**src/verilog/rv_isa_pkg.sv**
```systemverilog
// RV32 data widths, opcodes, funct3 and funct7 codes, instruction word union
package rv_isa_pkg;

  // Data path and register address widths
  localparam int XLEN       = 32;
  localparam int REG_ADDR_W = 5;

  // Opcodes kept by the integer pipeline
  typedef enum logic [6:0] {
    OP     = 7'b0110011,
    OP_IMM = 7'b0010011,
    LUI    = 7'b0110111
  } opcode_e;

  // funct3 per ALU function, shared by OP and OP_IMM
  localparam logic [2:0] F3_ADD  = 3'b000;
  localparam logic [2:0] F3_SLL  = 3'b001;
  localparam logic [2:0] F3_SLT  = 3'b010;
  localparam logic [2:0] F3_SLTU = 3'b011;
  localparam logic [2:0] F3_XOR  = 3'b100;
  localparam logic [2:0] F3_SR   = 3'b101;
  localparam logic [2:0] F3_OR   = 3'b110;
  localparam logic [2:0] F3_AND  = 3'b111;

  // Selects sub and sra
  localparam logic [6:0] FUNCT7_ALT = 7'b0100000;

  ////////////////////////////////////////////////////////////
  // Instruction formats
  ////////////////////////////////////////////////////////////

  typedef struct packed {
    logic [6:0]            funct7;
    logic [REG_ADDR_W-1:0] rs2;
    logic [REG_ADDR_W-1:0] rs1;
    logic [2:0]            funct3;
    logic [REG_ADDR_W-1:0] rd;
    logic [6:0]            opcode;
  } r_type_t;

  typedef struct packed {
    logic [11:0]           imm;
    logic [REG_ADDR_W-1:0] rs1;
    logic [2:0]            funct3;
    logic [REG_ADDR_W-1:0] rd;
    logic [6:0]            opcode;
  } i_type_t;

  typedef struct packed {
    logic [19:0]           imm;
    logic [REG_ADDR_W-1:0] rd;
    logic [6:0]            opcode;
  } u_type_t;

  // One fetched word, viewed through the format its opcode picks
  typedef union packed {
    r_type_t r;
    i_type_t i;
    u_type_t u;
  } instr_word_u;

endpackage

```
**src/verilog/rv_pipe_pkg.sv**
```systemverilog
// ALU operation encoding and the records passed between pipeline stages
package rv_pipe_pkg;

  // ALU operations, PASS_B serves lui
  typedef enum logic [3:0] {
    ALU_ADD,
    ALU_SUB,
    ALU_SLL,
    ALU_SLT,
    ALU_SLTU,
    ALU_XOR,
    ALU_SRL,
    ALU_SRA,
    ALU_OR,
    ALU_AND,
    ALU_PASS_B
  } alu_op_e;

  // Accepted input word
  typedef struct packed {
    rv_isa_pkg::instr_word_u word;
  } instr_in_t;

  // Operands already resolved in ID
  typedef struct packed {
    logic [rv_isa_pkg::XLEN-1:0]       op_a;
    logic [rv_isa_pkg::XLEN-1:0]       op_b;
    alu_op_e                           alu_op;
    logic [rv_isa_pkg::REG_ADDR_W-1:0] rd;
    logic                              we;
    logic                              illegal;
  } id_ex_t;

  // Finished instruction, also the retire record
  typedef struct packed {
    logic [rv_isa_pkg::REG_ADDR_W-1:0] rd;
    logic [rv_isa_pkg::XLEN-1:0]       result;
    logic                              we;
    logic                              illegal;
  } ex_wb_t;

  typedef ex_wb_t retire_t;

  // One forwarding source as seen by ID
  typedef struct packed {
    logic [rv_isa_pkg::REG_ADDR_W-1:0] rd;
    logic [rv_isa_pkg::XLEN-1:0]       value;
    logic                              valid;
  } fwd_t;

endpackage

```
**src/verilog/rv_register_file.sv**
```systemverilog
// Integer register file, two combinational read ports, one write port
`timescale 1ns/1ns

module rv_register_file #(
  parameter int RF_NUM_REGS = 32
) (
  input  logic                              clk_i,
  input  logic                              arst_n_i,
  // Read ports
  input  logic [rv_isa_pkg::REG_ADDR_W-1:0] raddr_a_i,
  input  logic [rv_isa_pkg::REG_ADDR_W-1:0] raddr_b_i,
  output logic [rv_isa_pkg::XLEN-1:0]       rdata_a_o,
  output logic [rv_isa_pkg::XLEN-1:0]       rdata_b_o,
  // Write port
  input  logic                              we_i,
  input  logic [rv_isa_pkg::REG_ADDR_W-1:0] waddr_i,
  input  logic [rv_isa_pkg::XLEN-1:0]       wdata_i
);
  import rv_isa_pkg::*;

  localparam int AW = $clog2(RF_NUM_REGS);

  logic [XLEN-1:0] regs [RF_NUM_REGS];

  // x0 and out-of-range indices read as zero
  function automatic logic [XLEN-1:0] read_port(input logic [REG_ADDR_W-1:0] addr);
    if (addr == '0 || addr >= RF_NUM_REGS) return '0;
    return regs[addr[AW-1:0]];
  endfunction

  always_comb begin
    rdata_a_o = read_port(raddr_a_i);
    rdata_b_o = read_port(raddr_b_i);
  end

  // x0 never written
  always_ff @(posedge clk_i or negedge arst_n_i) begin
    if (!arst_n_i) begin
      regs <= '{default: '0};
    end else if (we_i && waddr_i != '0 && waddr_i < RF_NUM_REGS) begin
      regs[waddr_i[AW-1:0]] <= wdata_i;
    end
  end

endmodule

```
**src/verilog/rv_id_stage.sv**
```systemverilog
// Decode stage: instruction accept, decode, forwarded operands and ID/EX register
`timescale 1ns/1ns

module rv_id_stage #(
  parameter int RF_NUM_REGS = 32
) (
  input  logic                              clk_i,
  input  logic                              arst_n_i,
  // Instruction input
  input  rv_pipe_pkg::instr_in_t            instr_i,
  input  logic                              instr_valid_i,
  output logic                              instr_ready_o,
  // Register file read side
  output logic [rv_isa_pkg::REG_ADDR_W-1:0] rf_raddr_a_o,
  output logic [rv_isa_pkg::REG_ADDR_W-1:0] rf_raddr_b_o,
  input  logic [rv_isa_pkg::XLEN-1:0]       rf_rdata_a_i,
  input  logic [rv_isa_pkg::XLEN-1:0]       rf_rdata_b_i,
  // Forwarding from EX and WB
  input  rv_pipe_pkg::fwd_t                 ex_fwd_i,
  input  rv_pipe_pkg::fwd_t                 wb_fwd_i,
  // ID/EX pipeline
  output rv_pipe_pkg::id_ex_t               id_ex_o,
  output logic                              id_ex_valid_o,
  input  logic                              ex_ready_i
);
  import rv_isa_pkg::*;
  import rv_pipe_pkg::*;

  // Operand B source
  typedef enum logic [1:0] {
    OPB_REG,
    OPB_IMM,
    OPB_SHAMT,
    OPB_UPPER
  } opb_src_e;

  instr_word_u     iw;
  alu_op_e         alu_op;
  opb_src_e        opb_src;
  logic            uses_rs2;
  logic            is_shift;
  logic            bad_funct;
  logic            bad_reg;
  logic            illegal;
  logic [XLEN-1:0] rs1_val;
  logic [XLEN-1:0] rs2_val;
  id_ex_t          id_ex_d;

  // Same funct3 map for OP and OP_IMM
  function automatic alu_op_e f3_to_op(input logic [2:0] f3, input logic alt);
    case (f3)
      F3_ADD:  return alt ? ALU_SUB : ALU_ADD;
      F3_SLL:  return ALU_SLL;
      F3_SLT:  return ALU_SLT;
      F3_SLTU: return ALU_SLTU;
      F3_XOR:  return ALU_XOR;
      F3_SR:   return alt ? ALU_SRA : ALU_SRL;
      F3_OR:   return ALU_OR;
      default: return ALU_AND;
    endcase
  endfunction

  // Youngest writer wins, x0 always zero
  function automatic logic [XLEN-1:0] fwd_pick(input logic [REG_ADDR_W-1:0] addr,
                                               input logic [XLEN-1:0]       rf_val,
                                               input fwd_t                  ex_src,
                                               input fwd_t                  wb_src);
    if (addr == '0) return '0;
    if (ex_src.valid && ex_src.rd == addr) return ex_src.value;
    if (wb_src.valid && wb_src.rd == addr) return wb_src.value;
    return rf_val;
  endfunction

  assign iw = instr_i.word;

  ////////////////////////////////////////////////////////////
  // Decoder
  ////////////////////////////////////////////////////////////

  always_comb begin
    // Shift immediates carry funct7 in imm[11:5]
    is_shift  = (iw.i.funct3 == F3_SLL) || (iw.i.funct3 == F3_SR);
    alu_op    = ALU_ADD;
    opb_src   = OPB_REG;
    uses_rs2  = 1'b0;
    bad_funct = 1'b0;
    case (iw.r.opcode)
      OP: begin
        uses_rs2  = 1'b1;
        alu_op    = f3_to_op(iw.r.funct3, iw.r.funct7 == FUNCT7_ALT);
        bad_funct = (iw.r.funct7 != '0) &&
                    !(iw.r.funct7 == FUNCT7_ALT &&
                      (iw.r.funct3 == F3_ADD || iw.r.funct3 == F3_SR));
      end
      OP_IMM: begin
        alu_op    = f3_to_op(iw.i.funct3, is_shift && iw.r.funct7 == FUNCT7_ALT);
        opb_src   = is_shift ? OPB_SHAMT : OPB_IMM;
        bad_funct = is_shift && (iw.r.funct7 != '0) &&
                    !(iw.r.funct7 == FUNCT7_ALT && iw.i.funct3 == F3_SR);
      end
      LUI: begin
        alu_op  = ALU_PASS_B;
        opb_src = OPB_UPPER;
      end
      default: begin
        bad_funct = 1'b1;
      end
    endcase
  end

  // Registers beyond RV32E range, rs1 field is immediate for lui
  assign bad_reg = (iw.r.rd >= RF_NUM_REGS) ||
                   (iw.r.opcode != LUI && iw.r.rs1 >= RF_NUM_REGS) ||
                   (uses_rs2 && iw.r.rs2 >= RF_NUM_REGS);
  assign illegal = bad_funct || bad_reg;

  ////////////////////////////////////////////////////////////
  // Operands
  ////////////////////////////////////////////////////////////

  assign rf_raddr_a_o = iw.r.rs1;
  assign rf_raddr_b_o = iw.r.rs2;

  // EX first, then WB, then register file
  assign rs1_val = fwd_pick(iw.r.rs1, rf_rdata_a_i, ex_fwd_i, wb_fwd_i);
  assign rs2_val = fwd_pick(iw.r.rs2, rf_rdata_b_i, ex_fwd_i, wb_fwd_i);

  always_comb begin
    id_ex_d.op_a = rs1_val;
    case (opb_src)
      OPB_IMM:   id_ex_d.op_b = {{(XLEN-12){iw.i.imm[11]}}, iw.i.imm};
      OPB_SHAMT: id_ex_d.op_b = {{(XLEN-REG_ADDR_W){1'b0}}, iw.r.rs2};
      OPB_UPPER: id_ex_d.op_b = {iw.u.imm, 12'h000};
      default:   id_ex_d.op_b = rs2_val;
    endcase
    id_ex_d.alu_op  = alu_op;
    id_ex_d.rd      = iw.r.rd;
    // Illegal never writes
    id_ex_d.we      = !illegal;
    id_ex_d.illegal = illegal;
  end

  ////////////////////////////////////////////////////////////
  // ID/EX register
  ////////////////////////////////////////////////////////////

  // Empty or draining this cycle
  assign instr_ready_o = !id_ex_valid_o || ex_ready_i;

  always_ff @(posedge clk_i or negedge arst_n_i) begin
    if (!arst_n_i) begin
      id_ex_valid_o <= 1'b0;
    end else if (instr_ready_o) begin
      id_ex_valid_o <= instr_valid_i;
    end
  end

  always_ff @(posedge clk_i) begin
    if (instr_valid_i && instr_ready_o) begin
      id_ex_o <= id_ex_d;
    end
  end

endmodule

```
**src/verilog/rv_ex_stage.sv**
```systemverilog
// Execute stage: ALU, EX forwarding source and EX/WB register
`timescale 1ns/1ns

module rv_ex_stage (
  input  logic                clk_i,
  input  logic                arst_n_i,
  // ID/EX pipeline
  input  rv_pipe_pkg::id_ex_t id_ex_i,
  input  logic                id_ex_valid_i,
  output logic                ex_ready_o,
  // Forwarding to ID
  output rv_pipe_pkg::fwd_t   ex_fwd_o,
  // EX/WB pipeline
  output rv_pipe_pkg::ex_wb_t ex_wb_o,
  output logic                ex_wb_valid_o,
  input  logic                wb_ready_i
);
  import rv_isa_pkg::*;
  import rv_pipe_pkg::*;

  localparam int SHW = $clog2(XLEN);

  logic [XLEN-1:0] op_a;
  logic [XLEN-1:0] op_b;
  logic [SHW-1:0]  shamt;
  logic [XLEN-1:0] result;

  assign op_a  = id_ex_i.op_a;
  assign op_b  = id_ex_i.op_b;
  // Low bits only, as RV32 shifts define
  assign shamt = op_b[SHW-1:0];

  ////////////////////////////////////////////////////////////
  // ALU
  ////////////////////////////////////////////////////////////

  always_comb begin
    case (id_ex_i.alu_op)
      ALU_ADD:    result = op_a + op_b;
      ALU_SUB:    result = op_a - op_b;
      ALU_SLL:    result = op_a << shamt;
      ALU_SLT:    result = {{(XLEN-1){1'b0}}, $signed(op_a) < $signed(op_b)};
      ALU_SLTU:   result = {{(XLEN-1){1'b0}}, op_a < op_b};
      ALU_XOR:    result = op_a ^ op_b;
      ALU_SRL:    result = op_a >> shamt;
      // Sign fill
      ALU_SRA:    result = $signed(op_a) >>> shamt;
      ALU_OR:     result = op_a | op_b;
      ALU_AND:    result = op_a & op_b;
      ALU_PASS_B: result = op_b;
      default:    result = '0;
    endcase
  end

  // Result of the instruction held in ID/EX
  assign ex_fwd_o.rd    = id_ex_i.rd;
  assign ex_fwd_o.value = result;
  assign ex_fwd_o.valid = id_ex_valid_i && id_ex_i.we;

  ////////////////////////////////////////////////////////////
  // EX/WB register
  ////////////////////////////////////////////////////////////

  assign ex_ready_o = !ex_wb_valid_o || wb_ready_i;

  always_ff @(posedge clk_i or negedge arst_n_i) begin
    if (!arst_n_i) begin
      ex_wb_valid_o <= 1'b0;
    end else if (ex_ready_o) begin
      ex_wb_valid_o <= id_ex_valid_i;
    end
  end

  always_ff @(posedge clk_i) begin
    if (id_ex_valid_i && ex_ready_o) begin
      ex_wb_o.rd      <= id_ex_i.rd;
      ex_wb_o.result  <= result;
      ex_wb_o.we      <= id_ex_i.we;
      ex_wb_o.illegal <= id_ex_i.illegal;
    end
  end

endmodule

```
**src/verilog/rv_wb_stage.sv**
```systemverilog
// Write-back stage: retire handshake, register file write, WB forwarding source
`timescale 1ns/1ns

module rv_wb_stage (
  // EX/WB pipeline
  input  rv_pipe_pkg::ex_wb_t               ex_wb_i,
  input  logic                              ex_wb_valid_i,
  output logic                              wb_ready_o,
  // Forwarding to ID
  output rv_pipe_pkg::fwd_t                 wb_fwd_o,
  // Register file write port
  output logic                              rf_we_o,
  output logic [rv_isa_pkg::REG_ADDR_W-1:0] rf_waddr_o,
  output logic [rv_isa_pkg::XLEN-1:0]       rf_wdata_o,
  // Retire port
  output rv_pipe_pkg::retire_t              retire_o,
  output logic                              retire_valid_o,
  input  logic                              retire_ready_i
);

  logic retire_xfer;
  logic commit;

  // Record sits in EX/WB until the retire port takes it
  assign retire_o       = ex_wb_i;
  assign retire_valid_o = ex_wb_valid_i;
  assign wb_ready_o     = retire_ready_i || !ex_wb_valid_i;

  assign retire_xfer = ex_wb_valid_i && retire_ready_i;

  // Only legal writers touch state
  assign commit = ex_wb_i.we && !ex_wb_i.illegal;

  // Write lands on the retire edge
  assign rf_we_o    = retire_xfer && commit;
  assign rf_waddr_o = ex_wb_i.rd;
  assign rf_wdata_o = ex_wb_i.result;

  // Valid until retire, covers the RF write latency
  assign wb_fwd_o.rd    = ex_wb_i.rd;
  assign wb_fwd_o.value = ex_wb_i.result;
  assign wb_fwd_o.valid = ex_wb_valid_i && commit;

endmodule

```
**src/verilog/rv_int_core.sv**
```systemverilog
// Integer pipeline top: decode, execute, write-back stages and register file
`timescale 1ns/1ns

module rv_int_core #(
  parameter int RF_NUM_REGS = 32
) (
  input  logic                   clk_i,
  input  logic                   arst_n_i,
  // Instruction input
  input  rv_pipe_pkg::instr_in_t instr_i,
  input  logic                   instr_valid_i,
  output logic                   instr_ready_o,
  // Retire output
  output rv_pipe_pkg::retire_t   retire_o,
  output logic                   retire_valid_o,
  input  logic                   retire_ready_i
);
  import rv_isa_pkg::*;
  import rv_pipe_pkg::*;

  // ID/EX pipeline
  id_ex_t                id_ex;
  logic                  id_ex_valid;
  logic                  ex_ready;

  // EX/WB pipeline
  ex_wb_t                ex_wb;
  logic                  ex_wb_valid;
  logic                  wb_ready;

  // Forwarding sources
  fwd_t                  ex_fwd;
  fwd_t                  wb_fwd;

  // Register file ports
  logic [REG_ADDR_W-1:0] rf_raddr_a;
  logic [REG_ADDR_W-1:0] rf_raddr_b;
  logic [XLEN-1:0]       rf_rdata_a;
  logic [XLEN-1:0]       rf_rdata_b;
  logic                  rf_we;
  logic [REG_ADDR_W-1:0] rf_waddr;
  logic [XLEN-1:0]       rf_wdata;

  ////////////////////////////////////////////////////////////
  // Decode
  ////////////////////////////////////////////////////////////

  rv_id_stage #(
    .RF_NUM_REGS   ( RF_NUM_REGS   )
  ) id_stage_i (
    .clk_i         ( clk_i         ),
    .arst_n_i      ( arst_n_i      ),
    .instr_i       ( instr_i       ),
    .instr_valid_i ( instr_valid_i ),
    .instr_ready_o ( instr_ready_o ),
    .rf_raddr_a_o  ( rf_raddr_a    ),
    .rf_raddr_b_o  ( rf_raddr_b    ),
    .rf_rdata_a_i  ( rf_rdata_a    ),
    .rf_rdata_b_i  ( rf_rdata_b    ),
    .ex_fwd_i      ( ex_fwd        ),
    .wb_fwd_i      ( wb_fwd        ),
    .id_ex_o       ( id_ex         ),
    .id_ex_valid_o ( id_ex_valid   ),
    .ex_ready_i    ( ex_ready      )
  );

  rv_register_file #(
    .RF_NUM_REGS ( RF_NUM_REGS )
  ) register_file_i (
    .clk_i       ( clk_i       ),
    .arst_n_i    ( arst_n_i    ),
    .raddr_a_i   ( rf_raddr_a  ),
    .raddr_b_i   ( rf_raddr_b  ),
    .rdata_a_o   ( rf_rdata_a  ),
    .rdata_b_o   ( rf_rdata_b  ),
    .we_i        ( rf_we       ),
    .waddr_i     ( rf_waddr    ),
    .wdata_i     ( rf_wdata    )
  );

  ////////////////////////////////////////////////////////////
  // Execute
  ////////////////////////////////////////////////////////////

  rv_ex_stage ex_stage_i (
    .clk_i         ( clk_i       ),
    .arst_n_i      ( arst_n_i    ),
    .id_ex_i       ( id_ex       ),
    .id_ex_valid_i ( id_ex_valid ),
    .ex_ready_o    ( ex_ready    ),
    .ex_fwd_o      ( ex_fwd      ),
    .ex_wb_o       ( ex_wb       ),
    .ex_wb_valid_o ( ex_wb_valid ),
    .wb_ready_i    ( wb_ready    )
  );

  ////////////////////////////////////////////////////////////
  // Write-back
  ////////////////////////////////////////////////////////////

  rv_wb_stage wb_stage_i (
    .ex_wb_i        ( ex_wb          ),
    .ex_wb_valid_i  ( ex_wb_valid    ),
    .wb_ready_o     ( wb_ready       ),
    .wb_fwd_o       ( wb_fwd         ),
    .rf_we_o        ( rf_we          ),
    .rf_waddr_o     ( rf_waddr       ),
    .rf_wdata_o     ( rf_wdata       ),
    .retire_o       ( retire_o       ),
    .retire_valid_o ( retire_valid_o ),
    .retire_ready_i ( retire_ready_i )
  );

endmodule

```
**config.mk**
```make
export PLATFORM = sky130hd
export DESIGN_NAME = rv_int_core
export DESIGN_NICKNAME = d
export VERILOG_FILES = /design/src/verilog/rv_isa_pkg.sv /design/src/verilog/rv_pipe_pkg.sv /design/src/verilog/rv_register_file.sv /design/src/verilog/rv_id_stage.sv /design/src/verilog/rv_ex_stage.sv /design/src/verilog/rv_wb_stage.sv /design/src/verilog/rv_int_core.sv
export SDC_FILE = /design/constraint.sdc
export NUM_CORES = 2
export LEC_CHECK = 0
export BUFFER_PORTS_ARGS = -buffer_cell sky130_fd_sc_hd__buf_2
export CAP_MARGIN = 30
export CORE_ASPECT_RATIO = 0.75
export CORE_MARGIN = 2
export CORE_UTILIZATION = 45
export DETAILED_ROUTE_END_ITERATION = 7
export PLACE_DENSITY_LB_ADDON = 0.1
export SETUP_SLACK_MARGIN = 0.5
export SLEW_MARGIN = 20
export SYNTH_ARGS = -nofsm -noshare
export SYNTH_HDL_FRONTEND = slang
export SYNTH_SLANG_ARGS = --single-unit
```
**constraint.sdc**
```tcl
create_clock -name clk_i -period 5.07 [get_ports clk_i]
set_input_delay 1.014 -clock clk_i [delete_from_list [all_inputs] [get_ports clk_i]]
set_output_delay 1.014 -clock clk_i [all_outputs]
set_load 0.005 [all_outputs]
```
==> impl_results.md <==
* Status: complete, but fails checks
* Failing checks: design-rule violations
* Gate Count Post-Synth at 5008
* Worst R2R Path Depth at 12
* R2R Setup Slk at roughly 900 ps
* Via count at 48208
* EDFF count, synth at 114
* Post-CTS Resized at 0
* Cell breakdown of the critical path: buf_12 -> fa_1 -> a21oi_1 -> o22a_1 -> o2111a_1 -> nor2_2 -> or3_1 -> a31oi_1 -> o41a_1 -> o221ai_1 -> a21oi_2 -> o221ai_1
* Global-route wire length before repair at ~360 mm
* Clk buf depth at 3
* Slew headroom at between 20% and 30%
* Startpoint types: flip-flop
* Critical path fanouts, max at 76
* Pwr dens at 295 nW/µm²
* Final ANT Viol Nets at 0
* Root Driver: clkbuf_16
* RSZ-0062 raised after global routing: no
* Worst VDD drop at 0.000285 V
* Worst-path clk slew at roughly 60 ps
* Num rows at 124
* Placed wire-length estimate at 163 mm
* 1st-pass router iterations at 8
* Total gr overflow at 0
* Initial antenna violation count at 10
* Final hold vios at 0
* Clock Sink Count at 1140
* Mapped Area at 68700 µm²
* Yosys cell types at 94
* Slew Limit Fails at 0
* Crit. End Element: flip-flop
* #FFs+latches synth at ~1100
* Largest stage delay, worst path at 580 ps
* Slew @ Worst Pin at 1080 ps
* Critical path class: flip-flop to flip-flop
* Port bufs at 76
* Ys flop type: dfrtp_1
* Crit path top cell by count: o221ai_1
* Largest net degree at the start of global routing at 112
* Worst setup path end: id_stage_i.id_ex_o[39]$_DFFE_PP_
* Worst clock skew at 56.4 ps
* Worst R2R End: id_stage_i.id_ex_o[39]$_DFFE_PP_
* Reg2reg start: id_stage_i.id_ex_o[12]$_DFFE_PP_
* Final Cycle Share at 82.2%
* Share of cells above drive strength 1 at a little under half
* Clk_lat worst skew at 790 ps
* Hold Buf Count CTS at 0
* Setup Buffers After CTS at 0
* FMAX at 240 MHz
* Critical path data required time at 5560 ps
* Type of the worst min-delay path: input pin to asynchronous set/reset pin
* Max stage delay cell, worst path: a31oi_1
* CTS tree: built
* Syn_area_per_cell at 13.7 µm²
* Io pins at 77
* Drt via density at 6.84
* Gr usage total at 32.8%
* Lkg Pwr at around 0.034 µW
* CP arrival at 4650 ps
* Register Area at 29100 µm²
* Number of global-route vias before repair at 47336
* CTS Buf Count at 118
* Core Footprint at ~150000 µm²
* TNS Setup at 0 ps
* Routed wire length at 255 mm
* Post-route DRC at 2
* Gpl congestion at 1.08
* Die Ht at 342 µm
* Max-cap viol count at 0
* Hold_ws at 255 ps
* Count of synthesis-stage warnings from yosys at 0
* Crit path from: id_stage_i.id_ex_o[12]$_DFFE_PP_
* Setup-failing EPs final at 0
* Layout fillers at 13162
* Final net count at around 5100
* Multi-input gate area at approximately 37000 µm²
* Die area at about 160000 µm²
* Wire per inst at 36.2 µm
* Die Width at 455 µm
* Initial Utilization at 45.2%
* Initial DRC count at roughly 5500
* Async SR Flop Fraction at ~90%
* Area growth, synth to finish at 11.4%
* Period minus WS final at roughly 4200 ps
* Syn nets at about 5200
* Register area share after synthesis at 42.4%
* Htree depth at 3
-- critical path, delay by kind of cell (launching register included) --
family                   cells  cell delay, ps
AO/OA/AOI/OAI                8            2160
adder cells (fa/ha/maj)      1             510
buffers and inverters        1             260
flip-flops                   1             460
AND/OR/NAND/NOR              2             480
-- worst min path at each step --
stage,start,cells after the start,end,slack [ps]
global placement,register_file_i.regs[1013]$_DFFE_PN0P_,0,register_file_i.regs[1013]$_DFFE_PN0P_,380
CTS,arst_n_i,1,register_file_i.regs[677]$_DFFE_PN0P_,250
finish,arst_n_i,1,register_file_i.regs[837]$_DFFE_PN0P_,260
detailed placement,register_file_i.regs[997]$_DFFE_PN0P_,0,register_file_i.regs[997]$_DFFE_PN0P_,380
global route,arst_n_i,1,register_file_i.regs[677]$_DFFE_PN0P_,290
floorplan,id_stage_i.id_ex_o[0]$_DFFE_PP_,0,ex_stage_i.ex_wb_o[0]$_DFFE_PP_,400
-- flip-flops by register name, summed over array words and instances (netlist names) --
register	count
id_stage_i.id_ex_valid_o	1
register_file_i.regs	1024
ex_stage_i.ex_wb_o	39
ex_stage_i.ex_wb_valid_o	1
id_stage_i.id_ex_o	75
-- report_power, final --
part	internal [µW]	switching, µW
logic	1320	2080
clock network	5290	3980
registers	9590	326
-- through the flow --
stage	std cells	cell area (µm²)	util [%]	total power (µW)	setup WS [ps]
floorplan	5008	68700	-	12000	855
global placement	6807	72100	47.4	13400	751
detailed placement	6823	72400	47.6	13400	726
CTS	7042	76500	50.3	22700	937
global route	7043	76500	50.3	23400	686
finish	7045	76500	50.3	22600	901
-- cell families after synthesis --
kind of cell | Yosys count | synth area share (%)
adder cells (fa/ha/maj) | 106 | 1.95
flip-flops | 1140 | 42.4
XOR/XNOR | 36 | 0.459
AO/OA/AOI/OAI | 672 | 6.55
multiplexers | 1826 | 41.1
buffers and inverters | 650 | 3.75
AND/OR/NAND/NOR | 578 | 3.83
-- layout make-up --
class	instances	area share, %
tap	2016	3.30
inverter	120	0.588
clock inverter	48	0.803
antenna	2	0.00654
multi-input combinational	3218	48.7
clock buffer	171	4.55
sequential	1140	38.0
timing repair buffer	330	4.04
-- routing by layer --
layer  wire length (µm)  share of wire (%)  vias to the layer above  GRT usage [%]
met4              11300                4.4                        8           12.3
met2             112000                 44                     2291           48.3
met1             110000                 43                    26161           47.8
li1                   -                  -                    19247              -
met3              21600                8.5                      501           6.86
met5                 44              0.017                        -              0
-- cells in the final DEF (no fill, tap or decap), drive strengths merged, types with 26 or more instances in the layout --
master and count:
a211oi 34, a21oi 176, a22oi 26, buf 330
clkbuf 171, clkinv 31, dfrtp 1026, edfxtp 114
ha 104, inv 122, mux2 1001, mux2i 130
mux4 695, nand2 195, nand3 28, nor2 190
nor3 36, o21ai 145, o221ai 38, o22ai 33
-- synthesized netlist by cell type (25+ instances only) --
| cell | count | area, µm² |
|---|---|---|
| a211oi_1 | 33 | 248 |
| a21oi_1 | 175 | 876 |
| a22oi_1 | 26 | 195 |
| buf_1 | 135 | 507 |
| buf_2 | 48 | 240 |
| clkbuf_1 | 333 | 1250 |
| dfrtp_1 | 1026 | 25700 |
| edfxtp_1 | 114 | 3420 |
| ha_1 | 104 | 1300 |
| inv_1 | 116 | 435 |
| mux2_2 | 1000 | 11300 |
| mux2i_1 | 130 | 1300 |
| mux4_2 | 695 | 15700 |
| nand2_1 | 195 | 732 |
| nand2b_1 | 25 | 156 |
| nand3_1 | 28 | 140 |
| nor2_1 | 189 | 709 |
| nor3_1 | 36 | 180 |
| o21ai_0 | 143 | 716 |
| o221ai_1 | 37 | 324 |
| o22ai_1 | 33 | 206 |
(Power assumes the default switching activity.)
